===== src/nic_ctrl_cfg.svh =====
`ifndef NIC_CTRL_CFG_SVH
`define NIC_CTRL_CFG_SVH

// ==============================
// Register map, one 32-bit word per index
// ==============================
`define REG_STATUS          8'd0
`define REG_ERRORS          8'd1
`define REG_GOOD_PACKETS_H  8'd2
`define REG_GOOD_PACKETS_L  8'd3
`define REG_BAD_PACKETS_H   8'd4
`define REG_BAD_PACKETS_L   8'd5
`define REG_PCI_BASE_H      8'd6
`define REG_PCI_BASE_L      8'd7
`define REG_PCI_SIZE_H      8'd8
`define REG_PCI_SIZE_L      8'd9
`define REG_RESET           8'd10
`define REG_CLEAR_COUNTERS  8'd11

// Transmit descriptor and its start command
`define REG_XMIT_SRCADDR_H  8'd20
`define REG_XMIT_SRCADDR_L  8'd21
`define REG_XMIT_DSTADDR_H  8'd22
`define REG_XMIT_DSTADDR_L  8'd23
`define REG_XMIT_SIZE_H     8'd24
`define REG_XMIT_SIZE_L     8'd25
`define REG_XMIT_START      8'd26

// Packet generator and data-path controls
`define REG_PACKET_COUNT_H  8'd32
`define REG_PACKET_COUNT_L  8'd33
`define REG_LOOPBACK        8'd34
`define REG_PAUSE_PCI       8'd35

// Length of the system reset pulse in clock cycles
`define RESET_PULSE_CYCLES  16'd1000

// Response codes on the register port
`define RESP_OKAY           2'd0
`define RESP_DECERR         2'd3

// ==============================
// Values loaded while resetn is low
// ==============================
`define PCI_BASE_DEFAULT    64'h0000_0001_0000_0000
`define PCI_SIZE_DEFAULT    64'h0000_0001_0000_0000
`define XMIT_SRC_DEFAULT    64'h0000_0001_0000_0000
`define XMIT_DST_DEFAULT    64'h0000_0000_0000_0000
`define XMIT_SIZE_DEFAULT   64'h0000_0000_0010_0000

`endif

===== src/nic_ctrl_pkg.sv =====
package nic_ctrl_pkg;

    // ==============================
    // Host register port
    // ==============================

    // Write strobe with the register index and the word to store
    typedef struct packed {
        logic        strobe;
        logic [7:0]  index;
        logic [31:0] data;
    } host_wr_t;

    // Read strobe with the register index
    typedef struct packed {
        logic       strobe;
        logic [7:0] index;
    } host_rd_t;

    // One-cycle response to either strobe
    typedef struct packed {
        logic        valid;
        logic [1:0]  code;
        logic [31:0] data;
    } host_rsp_t;

    // ==============================
    // NIC-side configuration and events
    // ==============================

    // Contiguous buffer window in host RAM
    typedef struct packed {
        logic [63:0] base;
        logic [63:0] size;
    } pci_window_t;

    // Descriptor for a transmit out of the QSFP port
    typedef struct packed {
        logic [63:0] src_addr;
        logic [63:0] dst_addr;
        logic [63:0] byte_count;
    } xmit_cfg_t;

    // Single-cycle strobes from the receive path
    typedef struct packed {
        logic good_pkt;
        logic bad_pkt;
        logic range_err;
    } pkt_events_t;

    // Top 32 bits of a buffer output beat, plus its handshake
    typedef struct packed {
        logic [31:0] data;
        logic        valid;
        logic        ready;
    } seq_beat_t;

    // ERRORS register, flag fields listed MSB first
    typedef struct packed {
        logic [27:0] reserved;
        logic        seq_error;
        logic        overflow_1;
        logic        overflow_0;
        logic        range_err;
    } err_flags_t;

    typedef union packed {
        logic [31:0] raw;
        err_flags_t  flags;
    } err_word_u;

endpackage


===== src/nic_ctrl_top.sv =====
`timescale 1ns/1ns

module nic_ctrl_top (
    input  logic                      clk,
    input  logic                      resetn,

    // Host register port
    input  nic_ctrl_pkg::host_wr_t    wr_req,
    input  nic_ctrl_pkg::host_rd_t    rd_req,
    output nic_ctrl_pkg::host_rsp_t   wr_rsp,
    output nic_ctrl_pkg::host_rsp_t   rd_rsp,

    // Receive path events and buffer output monitor
    input  nic_ctrl_pkg::pkt_events_t events,
    input  nic_ctrl_pkg::seq_beat_t   seq_beat,

    // Status from the rest of the NIC
    input  logic                      overflow_0,
    input  logic                      overflow_1,
    input  logic                      generator_idle,
    input  logic                      xmit_idle,
    input  logic                      async_hbm_cattrip,
    input  logic                      async_pcs_aligned,

    // Controls to the rest of the NIC
    output logic [63:0]               packet_count,
    output logic                      gen_packets,
    output logic                      xmit_start,
    output logic                      loopback,
    output logic                      resetn_out,
    output logic                      pause_pci,
    output nic_ctrl_pkg::pci_window_t pci_window,
    output nic_ctrl_pkg::xmit_cfg_t   xmit_cfg
);

    // Command pulses from the write decoder
    logic        clear_counters;
    logic        reset_req;
    logic        pause_load;
    logic [31:0] pause_cycles;

    // Status gathered for readback
    logic        reset_active;
    logic [63:0] good_packets;
    logic [63:0] bad_packets;
    logic        range_err;
    logic        seq_error;

    reg_write_decode u_reg_write_decode (
        .clk            (clk),
        .resetn         (resetn),
        .wr_req         (wr_req),
        .wr_rsp         (wr_rsp),
        .packet_count   (packet_count),
        .gen_packets    (gen_packets),
        .xmit_start     (xmit_start),
        .loopback       (loopback),
        .clear_counters (clear_counters),
        .reset_req      (reset_req),
        .pause_load     (pause_load),
        .pause_cycles   (pause_cycles),
        .pci_window     (pci_window),
        .xmit_cfg       (xmit_cfg)
    );

    reset_pause_timers u_reset_pause_timers (
        .clk          (clk),
        .resetn       (resetn),
        .reset_req    (reset_req),
        .pause_load   (pause_load),
        .pause_cycles (pause_cycles),
        .resetn_out   (resetn_out),
        .reset_active (reset_active),
        .pause_pci    (pause_pci)
    );

    // Statistics live in the system reset domain
    packet_stats u_packet_stats (
        .clk            (clk),
        .resetn_out     (resetn_out),
        .clear_counters (clear_counters),
        .events         (events),
        .seq_beat       (seq_beat),
        .good_packets   (good_packets),
        .bad_packets    (bad_packets),
        .range_err      (range_err),
        .seq_error      (seq_error)
    );

    reg_read_mux u_reg_read_mux (
        .clk               (clk),
        .resetn            (resetn),
        .rd_req            (rd_req),
        .good_packets      (good_packets),
        .bad_packets       (bad_packets),
        .range_err         (range_err),
        .seq_error         (seq_error),
        .overflow_0        (overflow_0),
        .overflow_1        (overflow_1),
        .generator_idle    (generator_idle),
        .xmit_idle         (xmit_idle),
        .async_hbm_cattrip (async_hbm_cattrip),
        .async_pcs_aligned (async_pcs_aligned),
        .reset_active      (reset_active),
        .pause_pci         (pause_pci),
        .loopback          (loopback),
        .pci_window        (pci_window),
        .xmit_cfg          (xmit_cfg),
        .rd_rsp            (rd_rsp)
    );

endmodule


===== src/reg_read_mux.sv =====
`timescale 1ns/1ns
`include "nic_ctrl_cfg.svh"

module reg_read_mux (
    input  logic                      clk,
    input  logic                      resetn,
    input  nic_ctrl_pkg::host_rd_t    rd_req,
    input  logic [63:0]               good_packets,
    input  logic [63:0]               bad_packets,
    input  logic                      range_err,
    input  logic                      seq_error,
    input  logic                      overflow_0,
    input  logic                      overflow_1,
    input  logic                      generator_idle,
    input  logic                      xmit_idle,
    input  logic                      async_hbm_cattrip,
    input  logic                      async_pcs_aligned,
    input  logic                      reset_active,
    input  logic                      pause_pci,
    input  logic                      loopback,
    input  nic_ctrl_pkg::pci_window_t pci_window,
    input  nic_ctrl_pkg::xmit_cfg_t   xmit_cfg,
    output nic_ctrl_pkg::host_rsp_t   rd_rsp
);

    // Bit 1 is the HBM cattrip, bit 0 is PCS alignment
    logic [1:0]  sync_meta;
    logic [1:0]  sync_out;
    logic        temp_ok;
    logic        pcs_aligned;

    nic_ctrl_pkg::err_word_u err_word;
    logic [31:0] rd_word;
    logic        rd_hit;

    // ==============================
    // Two-flop synchronizers
    // ==============================
    always_ff @(posedge clk) begin
        sync_meta <= {async_hbm_cattrip, async_pcs_aligned};
        sync_out  <= sync_meta;
    end

    assign temp_ok     = ~sync_out[1];
    assign pcs_aligned = sync_out[0];

    // ==============================
    // Read word select
    // ==============================
    always_comb begin
        err_word                  = '0;
        err_word.flags.range_err  = range_err;
        err_word.flags.overflow_0 = overflow_0;
        err_word.flags.overflow_1 = overflow_1;
        err_word.flags.seq_error  = seq_error;

        rd_word = 32'd0;
        rd_hit  = 1'b1;
        case (rd_req.index)
            `REG_STATUS:         rd_word = {30'd0, temp_ok, pcs_aligned};
            `REG_ERRORS:         rd_word = err_word.raw;
            `REG_GOOD_PACKETS_H: rd_word = good_packets[63:32];
            `REG_GOOD_PACKETS_L: rd_word = good_packets[31:0];
            `REG_BAD_PACKETS_H:  rd_word = bad_packets[63:32];
            `REG_BAD_PACKETS_L:  rd_word = bad_packets[31:0];
            `REG_PCI_BASE_H:     rd_word = pci_window.base[63:32];
            `REG_PCI_BASE_L:     rd_word = pci_window.base[31:0];
            `REG_PCI_SIZE_H:     rd_word = pci_window.size[63:32];
            `REG_PCI_SIZE_L:     rd_word = pci_window.size[31:0];
            `REG_RESET:          rd_word = {31'd0, reset_active};
            `REG_XMIT_SRCADDR_H: rd_word = xmit_cfg.src_addr[63:32];
            `REG_XMIT_SRCADDR_L: rd_word = xmit_cfg.src_addr[31:0];
            `REG_XMIT_DSTADDR_H: rd_word = xmit_cfg.dst_addr[63:32];
            `REG_XMIT_DSTADDR_L: rd_word = xmit_cfg.dst_addr[31:0];
            `REG_XMIT_SIZE_H:    rd_word = xmit_cfg.byte_count[63:32];
            `REG_XMIT_SIZE_L:    rd_word = xmit_cfg.byte_count[31:0];
            // Busy bits read back on the command registers
            `REG_XMIT_START:     rd_word = {31'd0, ~xmit_idle};
            `REG_PACKET_COUNT_L: rd_word = {31'd0, ~generator_idle};
            `REG_LOOPBACK:       rd_word = {31'd0, loopback};
            `REG_PAUSE_PCI:      rd_word = {31'd0, pause_pci};
            // CLEAR_COUNTERS and PACKET_COUNT_H are write-only
            default:             rd_hit  = 1'b0;
        endcase
    end

    // Response one cycle after the strobe
    always_ff @(posedge clk) begin
        if (!resetn) begin
            rd_rsp.valid <= 1'b0;
        end else begin
            rd_rsp.valid <= rd_req.strobe;
            if (rd_req.strobe) begin
                rd_rsp.data <= rd_word;
                rd_rsp.code <= rd_hit ? `RESP_OKAY : `RESP_DECERR;
            end
        end
    end

endmodule


===== src/packet_stats.sv =====
`timescale 1ns/1ns

module packet_stats (
    input  logic                      clk,
    input  logic                      resetn_out,
    input  logic                      clear_counters,
    input  nic_ctrl_pkg::pkt_events_t events,
    input  nic_ctrl_pkg::seq_beat_t   seq_beat,
    output logic [63:0]               good_packets,
    output logic [63:0]               bad_packets,
    output logic                      range_err,
    output logic                      seq_error
);

    // Counter word of the previous accepted beat
    logic [31:0] seq_prior;
    // Set once a beat has been seen since the last clear
    logic        seq_primed;
    logic        beat_taken;

    assign beat_taken = seq_beat.valid & seq_beat.ready;

    // ==============================
    // Packet counters and sticky range error
    // ==============================
    always_ff @(posedge clk) begin
        if (!resetn_out || clear_counters) begin
            good_packets <= 64'd0;
            bad_packets  <= 64'd0;
            range_err    <= 1'b0;
        end else begin
            if (events.good_pkt)
                good_packets <= good_packets + 64'd1;
            if (events.bad_pkt)
                bad_packets <= bad_packets + 64'd1;
            if (events.range_err)
                range_err <= 1'b1;
        end
    end

    // ==============================
    // Sequence monitor on the buffer output
    // ==============================
    // Generated packets carry a running counter in the top word,
    // a zero word marks data that carries no counter
    always_ff @(posedge clk) begin
        if (!resetn_out || clear_counters) begin
            seq_error  <= 1'b0;
            seq_primed <= 1'b0;
        end else if (beat_taken) begin
            seq_primed <= 1'b1;
            if (seq_primed && seq_beat.data != 32'd0 && seq_beat.data != seq_prior + 32'd1)
                seq_error <= 1'b1;
        end
    end

    always_ff @(posedge clk) begin
        if (beat_taken)
            seq_prior <= seq_beat.data;
    end

endmodule


===== src/reset_pause_timers.sv =====
`timescale 1ns/1ns
`include "nic_ctrl_cfg.svh"

module reset_pause_timers (
    input  logic        clk,
    input  logic        resetn,
    input  logic        reset_req,
    input  logic        pause_load,
    input  logic [31:0] pause_cycles,
    output logic        resetn_out,
    output logic        reset_active,
    output logic        pause_pci
);

    logic [15:0] reset_count;
    logic [15:0] reset_count_next;
    logic [31:0] pause_count;

    // Next reset count, so resetn_out can follow it without an extra cycle
    always_comb begin
        if (reset_req)
            reset_count_next = `RESET_PULSE_CYCLES;
        else if (reset_count != 16'd0)
            reset_count_next = reset_count - 16'd1;
        else
            reset_count_next = 16'd0;
    end

    always_ff @(posedge clk) begin
        if (!resetn) begin
            reset_count <= 16'd0;
            resetn_out  <= 1'b0;
            pause_count <= 32'd0;
        end else begin
            reset_count <= reset_count_next;
            resetn_out  <= (reset_count_next == 16'd0);

            // The load cycle itself counts as the first paused cycle
            if (pause_load)
                pause_count <= (pause_cycles != 32'd0) ? pause_cycles - 32'd1 : 32'd0;
            else if (pause_count != 32'd0)
                pause_count <= pause_count - 32'd1;
        end
    end

    assign reset_active = (reset_count != 16'd0);

    // High in the load cycle so the pause starts with the command pulse
    assign pause_pci = pause_load ? (pause_cycles != 32'd0) : (pause_count != 32'd0);

endmodule


===== src/reg_write_decode.sv =====
`timescale 1ns/1ns
`include "nic_ctrl_cfg.svh"

module reg_write_decode (
    input  logic                      clk,
    input  logic                      resetn,
    input  nic_ctrl_pkg::host_wr_t    wr_req,
    output nic_ctrl_pkg::host_rsp_t   wr_rsp,
    output logic [63:0]               packet_count,
    output logic                      gen_packets,
    output logic                      xmit_start,
    output logic                      loopback,
    output logic                      clear_counters,
    output logic                      reset_req,
    output logic                      pause_load,
    output logic [31:0]               pause_cycles,
    output nic_ctrl_pkg::pci_window_t pci_window,
    output nic_ctrl_pkg::xmit_cfg_t   xmit_cfg
);

    // ==============================
    // Write decode
    // ==============================
    always_ff @(posedge clk) begin
        // Commands are single-cycle pulses
        gen_packets    <= 1'b0;
        xmit_start     <= 1'b0;
        clear_counters <= 1'b0;
        reset_req      <= 1'b0;
        pause_load     <= 1'b0;
        wr_rsp.valid   <= wr_req.strobe;

        if (!resetn) begin
            wr_rsp.valid          <= 1'b0;
            loopback              <= 1'b0;
            pci_window.base       <= `PCI_BASE_DEFAULT;
            pci_window.size       <= `PCI_SIZE_DEFAULT;
            xmit_cfg.src_addr     <= `XMIT_SRC_DEFAULT;
            xmit_cfg.dst_addr     <= `XMIT_DST_DEFAULT;
            xmit_cfg.byte_count   <= `XMIT_SIZE_DEFAULT;
        end else if (wr_req.strobe) begin
            // Mapped indexes answer OKAY, the default branch overrides
            wr_rsp.code <= `RESP_OKAY;
            wr_rsp.data <= 32'd0;

            case (wr_req.index)
                // Buffer window halves
                `REG_PCI_BASE_H: pci_window.base[63:32] <= wr_req.data;
                `REG_PCI_BASE_L: pci_window.base[31:0]  <= wr_req.data;
                `REG_PCI_SIZE_H: pci_window.size[63:32] <= wr_req.data;
                `REG_PCI_SIZE_L: pci_window.size[31:0]  <= wr_req.data;

                // Transmit descriptor halves
                `REG_XMIT_SRCADDR_H: xmit_cfg.src_addr[63:32]   <= wr_req.data;
                `REG_XMIT_SRCADDR_L: xmit_cfg.src_addr[31:0]    <= wr_req.data;
                `REG_XMIT_DSTADDR_H: xmit_cfg.dst_addr[63:32]   <= wr_req.data;
                `REG_XMIT_DSTADDR_L: xmit_cfg.dst_addr[31:0]    <= wr_req.data;
                `REG_XMIT_SIZE_H:    xmit_cfg.byte_count[63:32] <= wr_req.data;
                `REG_XMIT_SIZE_L:    xmit_cfg.byte_count[31:0]  <= wr_req.data;

                // Only bit 0 starts a transmit
                `REG_XMIT_START: xmit_start <= wr_req.data[0];

                `REG_PACKET_COUNT_H: packet_count[63:32] <= wr_req.data;

                // Low half completes the request and kicks the generator
                `REG_PACKET_COUNT_L: begin
                    packet_count[31:0] <= wr_req.data;
                    gen_packets        <= 1'b1;
                end

                `REG_LOOPBACK: loopback <= wr_req.data[0];

                // The timers module owns the pulse length
                `REG_RESET: reset_req <= 1'b1;

                `REG_PAUSE_PCI: begin
                    pause_load   <= 1'b1;
                    pause_cycles <= wr_req.data;
                end

                `REG_CLEAR_COUNTERS: clear_counters <= 1'b1;

                // Status and counters are read-only, anything else unmapped
                default: wr_rsp.code <= `RESP_DECERR;
            endcase
        end
    end

endmodule


===== config.mk =====
export PLATFORM = sky130hd
export DESIGN_NAME = nic_ctrl_top
export DESIGN_NICKNAME = d
export VERILOG_FILES = /design/src/nic_ctrl_pkg.sv /design/src/nic_ctrl_top.sv /design/src/reg_read_mux.sv /design/src/packet_stats.sv /design/src/reset_pause_timers.sv /design/src/reg_write_decode.sv
export VERILOG_INCLUDE_DIRS = /design/src
export SDC_FILE = /design/constraint.sdc
export NUM_CORES = 1
export LEC_CHECK = 0
export BUFFER_PORTS_ARGS = -buffer_cell sky130_fd_sc_hd__clkbuf_2
export CELL_PAD_IN_SITES_DETAIL_PLACEMENT = 0
export CELL_PAD_IN_SITES_GLOBAL_PLACEMENT = 1
export CORE_MARGIN = 1.5
export CORE_UTILIZATION = 34
export CTS_CLUSTER_SIZE = 12
export DETAILED_ROUTE_END_ITERATION = 10
export PLACE_DENSITY = 0.74
export SYNTH_ARGS = -nofsm -noshare
export SYNTH_HDL_FRONTEND = slang
export SYNTH_SLANG_ARGS = --single-unit

===== constraint.sdc =====
create_clock -name clk -period 5.6 [get_ports clk]
set_input_delay 0.28 -clock clk [delete_from_list [all_inputs] [get_ports clk]]
set_output_delay 0.28 -clock clk [all_outputs]
set_load 0.01 [all_outputs]

==> metrics.md, run 1 <==
| Metric | Value |
|---|---|
| Critical R2R Launch | u_reset_pause_timers.pause_count[20] |
| Die area | 90400 um2 |
| Synth-to-Final Area Change | 21.4% |
| Final Wtd Congestion | slightly above 0.9 |
| First-pass GRT wire length | between 150000 and 200000 um |
| Comb power frac | 13.1% |
| Util after Layout | 41.5% |
| Cell leakage power | 12.8 nW |
| Critical Path RT | 5.32 ns |
| Post-synth EDFFs | 162 |
| Routed wire length | 128000 um |
| CP Launch Point | u_reg_write_decode.pause_cycles[8] |
| Worst Path Buf+Inv | 2 |
| Run status | finished, final reports clean |
| Vias post-DR | 27500 |
| Largest net degree at the start of global routing | approximately 160 |
| Netlist cell types | 77 |
| Critical path startpoint category | register |
| Vias/cell | 5.51 |
| Pwr Density | 328 nW/um2 |
| Core ar. | 88100 um2 |
| Multiplexer share of the synthesized area | less than 1% |
| Final period util | 59.8% |
| Arrival time worst endpoint | around 3 ns |
| Initial DRC count | around 3100 |
| Synth top area cells | dfxtp_1 (34%), edfxtp_1 (16%), nand2_1 (9.5%) |
| Worst path depth | 7 |
| Hold crit path type | input port to register |
| Largest family of logic cells by synthesized area | simple AND/OR/NAND/NOR gates |
| Dpl hpwl | 92000 um |
| Relative slew slack | 13.5% |
| Post-CTS sizing | 0 |
| Global route total overflow | 0 |
| Clock Pin Slew Worst Setup and Hold Paths | ~0.060 ns |
| Final hold viol count | 0 |
| TritonCTS clock tree | yes |
| Fraction of registers with async set/reset | 0% |
| Share of layout cells above drive strength 1 | 19.0% |
| Setup Viol. Count Final | 0 |
| Commonest non-fill, non-tap cell in the layout | nand2_1 |
| Share of the synthesized area in the top cell type | 34.0% |
| Hold-fix buffers, CTS | 38 |
| Synth Area in Adders | 0.332% |
| Synthesized cell area | 30100 um2 |
| Most used DFF post-synth | dfxtp_1 |
| Clock Power Share | between 40 and 50% |
| Die width | 301 um |
| Unrepaired setup endpoints after global routing | false |
| Synth Area in XOR/XNOR | 6.36% |
| Vias in the first global route | 25200 |
| Root Driver | clkbuf_16 |
| Total CTS buffers | 77 |
| Slowest cell on crit path | nor4_1 |
| Worst hold stages | 2 |
| Worst path max stage delay | 0.56 ns |
| Flops & latches, synth | around 670 |
| Commonest cells after routing, fill and taps aside | nand2_1 (758), clkbuf_2 (520), dfxtp_1 (512), a21boi_0 (319), nor2_1 (216) |
| Global Route Usage Sum | 27.3% |
| Die H | 301 um |
| Net Sw Frac | between 20 and 30% |
| Worst-Margin Slew | 1.29 ns |
| Crit path max-delay family | simple AND/OR/NAND/NOR gates |
| CTS sink cnt | 674 |
| Post-Synth Simple-Gate Area | 21.9% |
| Register area share after synthesis | 50.2% |
| Clock latency on the worst-skew pair | 0.64 ns |
| Met2 wire len | 58000 um |
| Cell count after synthesis | 3310 |
| Final WS setup | roughly 2.3 ns |
| Crit path time final | 3.35 ns |
| Post-DRT Antenna Nets | 0 |
| Clock tree buffer depth | 3 |
| Met1 wire length | 52800 um |
| Hold Crit Start | wr_req[32] |
| NetSw | 3.26 mW |
| Kind of critical path | register to output pin |
| Crit path max fanout | 7 |
| Post-detailed-route wirelength per cell | 25.6 um |
| Register share of total power | 44.4% |
| Setup bufs post-CTS | 0 |
| Max-Cap Viols | 0 |
| CTS H-tree lvls | 3 |
| Initial antenna violation count | 5 |
| Worst slack, placed | 2.44 ns |
| Num ports | 554 |
| DR pass1 iterations | 8 |
| Compound-gate portion of the synthesized area | 16.9% |
| Clk_skew | 0.0238 ns |
| Top routing layer used | met5 |
| Initial Util | 34.2% |
| Synth area leader | dfxtp_1 |
| TNS Setup | 0 ns |
| DRC | 0 |
| Cell Rows | 109 |
| Crit end category | output pin |
| IO buf count | 521 |
| Worst IR drop on VDD | roughly 0.22 mV |
| YS warnings | 0 |
| Avg Cell Area, Syn | 9.10 um2 |
| Power Internal | 8.75 mW |
| Layout net count | 3865 |
| Fmax | 299 MHz |
| CP cell instances | or3_1 -> nor4_1 -> nand4_1 -> or2_1 -> inv_1 -> a21oi_1 -> clkbuf_2 |
| Met3 WL | 12300 um |
| Slew Viols, Final | 0 |
| R2R cell count | 6 |
## per-layer routing
metal | up-vias | track usage [%]
met5 | - | 0
met4 | 4 | 9.94
met3 | 199 | 5.97
met2 | 1403 | 43.1
met1 | 13300 | 36.7
li1 | 12600 | -
## registers in the layout (all words and copies together), names as in the netlist
signal and count:
u_reg_write_decode.xmit_cfg 192, u_reg_write_decode.pci_window 128, u_packet_stats.bad_packets 64, u_packet_stats.good_packets 64
u_reg_write_decode.packet_count 64, u_reg_read_mux.rd_rsp 34, u_packet_stats.seq_prior 32, u_reg_write_decode.pause_cycles 32
u_reset_pause_timers.pause_count 32, u_reset_pause_timers.reset_count 16, u_reg_read_mux.sync_meta 2, u_reg_read_mux.sync_out 2
u_reg_write_decode.wr_rsp 2, u_packet_stats.range_err 1, u_packet_stats.seq_error 1, u_packet_stats.seq_primed 1
u_reg_write_decode.clear_counters 1, u_reg_write_decode.gen_packets 1, u_reg_write_decode.loopback 1, u_reg_write_decode.pause_load 1
u_reg_write_decode.reset_req 1, u_reg_write_decode.xmit_start 1, u_reset_pause_timers.resetn_out 1
## stage by stage
stage	power [mW]	hold WS, ns	instances	area, um2
3_3_place_gp	6.95	0.312	4810	33700
2_1_floorplan	6.57	0.308	3341	30300
5_1_grt	12.5	0.0606	4992	36600
3_5_place_dp	6.95	0.318	4810	33700
6_report	12.0	0.0614	4992	36600
4_1_cts	12.0	0.0259	4991	36600
## Yosys cell counts (all sizes together), types with 19 or more instances
master / n
a221oi: 47
or3: 31
o22a: 24
nor4: 41
a22o: 46
xor2: 103
a21oi: 47
nand4: 50
o21ai: 35
a222oi: 59
nor2b: 19
nor3: 68
and4: 24
a21boi: 319
nand2: 765
a22oi: 35
nand3: 94
xnor2: 116
buf: 57
and3: 59
nor2: 240
dfxtp: 512
inv: 30
clkbuf: 195
edfxtp: 162
## path summary, 6_finish.rpt
check                                                            to  slack [ns]
worst max-delay path                                      pause_pci        2.25
worst min-delay path                  u_reg_write_decode.xmit_start        0.06
worst max register to register  u_reset_pause_timers.pause_count[7]        2.43
worst min register to register           u_reg_read_mux.sync_out[1]        0.33
## cells by family after synthesis
| family | after synthesis |
|---|---|
| buf+inv | 282 |
| simple gates | 1454 |
| fa+ha+maj | 8 |
| other cells | 1 |
| xor+xnor | 219 |
| compound gates | 663 |
| flops | 674 |
| mux | 9 |
## layout make-up
| class | instances | area [um2] |
|---|---|---|
| diodes | 1 | 2.50 |
| clock buffers | 114 | 2210 |
| clock inverters | 29 | 312 |
| fillers | 8859 | 51500 |
| inverters | 30 | 113 |
| multi-input cells | 2385 | 14100 |
| flip-flops and latches | 674 | 15100 |
| well taps | 1165 | 1460 |
| repair buffers | 594 | 3270 |
## worst register-to-register path, delay by kind of cell (launching register included)
family,cells,cell delay (ns)
DFF,1,0.35
and+or+nand+nor,5,2.45
AOI/OAI and AO/OA,1,0.27
## power by group through the flow
stage	sequential, mW	clock, mW	combinational (mW)
after detailed placement	5.42	0	1.53
after floorplan	5.37	0	1.20
after global placement	5.42	0	1.53
after global routing	5.34	5.39	1.73
final	5.33	5.11	1.57
after CTS	5.32	5.16	1.56
No activity file was read; power rests on OpenSTA's default activity.
==> run 2: changes to the inputs <==
- clock period: 5.6 -> 3.3 ns (I/O delays scaled with it)
==> metrics.md, run 2 (same netlist as run 1, synthesis figures left out) <==
| Metric | Value |
|---|---|
| Share of layout cells above drive strength 1 | 20.2% (+1.2 points) |
| Num ports | 554 (unchanged) |
| Crit end category | output pin |
| Final period util | 96.0% |
| CP cell instances | or4_4 -> nor4b_4 -> or3b_4 -> nor3_1 -> a21oi_1 -> clkbuf_2 |
| Fmax | 316 MHz |
| Layout net count | 3918 (+1.4%) |
| Commonest non-fill, non-tap cell in the layout | nand2_1 |
| Post-DRT Antenna Nets | 0 (unchanged) |
| Biggest registers after layout | u_reg_write_decode.xmit_cfg (192), u_reg_write_decode.pci_window (128) |
| Setup Viol. Count Final | 0 (unchanged) |
| Clock latency on the worst-skew pair | 0.65 ns (about the same) |
| Hold crit path type | input port to register |
| Synth-to-Final Area Change | 23.3% |
| CTS sink cnt | 674 (unchanged) |
| Global Route Usage Sum | 27.4% (about the same) |
| Largest net degree at the start of global routing | 107 (-34%) |
| DRC | 0 (unchanged) |
| Die area | 90400 um2 (unchanged) |
| Vias/cell | 5.49 (-0.39%) |
| Core ar. | 88100 um2 (unchanged) |
| Run status | finished, final reports clean |
| Total CTS buffers | 79 (+2.6%) |
| Critical Path RT | 3.13 ns (-2.19 ns) |
| Relative slew slack | 30.1% (+17 points) |
| Initial antenna violation count | 3 (-2) |
| Critical path startpoint category | register |
| Initial DRC count | 3371 (+9.8%) |
| Crit path max fanout | 5 (-2) |
| Die width | 301 um (unchanged) |
| Kind of critical path | register to output pin |
| Arrival time worst endpoint | 3.00 ns (-0.07 ns) |
| Global route total overflow | 0 (unchanged) |
| Vias post-DR | 27700 (+0.67%) |
| Worst IR drop on VDD | 0.438 mV (+100%) |
| Cell leakage power | 13.2 nW (+2.5%) |
| Post-detailed-route wirelength per cell | 25.5 um (-0.26%) |
| Pwr Density | 554 nW/um2 (+69%) |
| Root Driver | clkbuf_16 |
| Crit path max-delay family | simple AND/OR/NAND/NOR gates |
| Vias in the first global route | 25300 (+0.41%) |
| Final std cells w/o fill | 5045 (+1.1%) |
| Util after Layout | 42.2% (+0.66 points) |
| Clock tree buffer depth | 3 (unchanged) |
| Worst-Margin Slew | 1.05 ns (-0.247 ns) |
| CTS H-tree lvls | 3 (unchanged) |
| TNS Setup | 0 ns (unchanged) |
| Final Wtd Congestion | 0.904 (-0.69%) |
| First-pass GRT wire length | 182000 um (+0.56%) |
| Max reg flops | 192 (unchanged) |
| Slowest cell on crit path | or4_4 |
| IO buf count | 521 (unchanged) |
| Unrepaired setup endpoints after global routing | false |
| Worst path max stage delay | 0.60 ns (+0.04 ns) |
| Initial Util | 34.2% (unchanged) |
| Number of instances in the placed design | 4853 (+0.89%) |
| Commonest cells after routing, fill and taps aside | nand2_1 (759), clkbuf_2 (520), dfxtp_1 (512), a21boi_0 (319), nor2_1 (216) |
| Crit path time final | 3.17 ns |
| Die H | 301 um (unchanged) |
| Slew Viols, Final | 0 (unchanged) |
| Largest Register | u_reg_write_decode.xmit_cfg |
| TritonCTS clock tree | yes |
| Final Total Pwr | 20.6 mW (+72%) |
| Final hold viol count | 0 (unchanged) |
| Worst Path Buf+Inv | 1 (-1) |
| Cell Rows | 109 (unchanged) |
| Routed wire length | 129000 um (+0.79%) |
| DR pass1 iterations | 7 (-1) |
| Max-Cap Viols | 0 (unchanged) |
| Clk_skew | 0.0287 ns (+0.00487 ns) |
| Setup bufs post-CTS | 0 (unchanged) |
| Clock Pin Slew Worst Setup and Hold Paths | 0.06 ns (about the same) |
| Dpl hpwl | 94100 um (+2.2%) |
| Fillers | 8734 (-1.4%) |
==> run 2: cell types whose count changed in the layout (fill, tap and decap cells not counted), moves of 4 or more <==
cell           change
buf_4             +37
dlygate4sd3_1      +8
clkbuf_8           +7
buf_12             +6
clkbuf_1           -5
nor4_1             -4
==> run 2: cell type report <==
type / instances / area, um2 / area share [%]
Sequential cell: 674 / 15100 / 40.7
Multi-Input combinational cell: 2385 / 14100 / 38.0
Timing Repair Buffer: 645 / 3750 / 10.1
Clock buffer: 117 / 2310 / 6.22
Tap cell: 1165 / 1460 / 3.92
Clock inverter: 28 / 283 / 0.761
Inverter: 30 / 113 / 0.303
Antenna cell: 1 / 2.50 / 0.00673
==> run 2: worst register-to-register path: stages (launching register included) <==
cell      delay (ns)
edfxtp_1        0.49
nor4_2          0.38
nand4_1         0.22
or3_1           0.41
or2_1           0.35
nand2_2         0.51
o22ai_1         0.15
o211a_1         0.23
==> run 2: layer usage <==
metal  vias to the layer above  global-route usage, %  wire length, um  part of all wire, %
met2                      1414                   44.6            59800                   46
met1                     13400                   37.1            54100                   42
li1                      12600                      -                -                    -
met3                       196                   4.37            10800                  8.4
met4                         4                   8.41             4000                  3.1
met5                         -                      0               21                0.016
==> run 2: what timing repair did <==
| action | in CTS | in global routing |
|---|---|---|
| hold endpoints to repair | 64 | 0 |
| resized for setup | 0 | 4 |
| hold buffers | 46 | 0 |
| endpoints found under the setup margin | 0 | 1 |
==> run 2: metrics by stage <==
step	instance area [um2]	hold slack, ns	setup slack, ns
6_report	37200	0.0289	0.131
5_1_grt	37200	0.0143	0.000587
4_1_cts	37100	0.00407	0.0602
3_5_place_dp	34100	0.272	0.379
3_3_place_gp	34100	0.270	0.481
2_1_floorplan	30300	0.193	0.425
==> run 2: final timing paths <==
check | startpoint | end | slack (ns) | cells after the start
worst max-delay path | u_reset_pause_timers.pause_count[20] | pause_pci | 0.13 | 6
worst min-delay path | wr_req[40] | u_reg_write_decode.wr_rsp[34] | 0.03 | 3
worst max register to register | u_reg_write_decode.pause_cycles[14] | u_reset_pause_timers.pause_count[1] | 0.44 | 7
worst min register to register | u_reg_read_mux.sync_meta[1] | u_reg_read_mux.sync_out[1] | 0.33 | 0
==> run 2: power breakdown <==
part | switching, mW | internal [mW]
registers | 0.300 | 8.72
clock network | 3.73 | 5.13
logic | 1.55 | 1.17
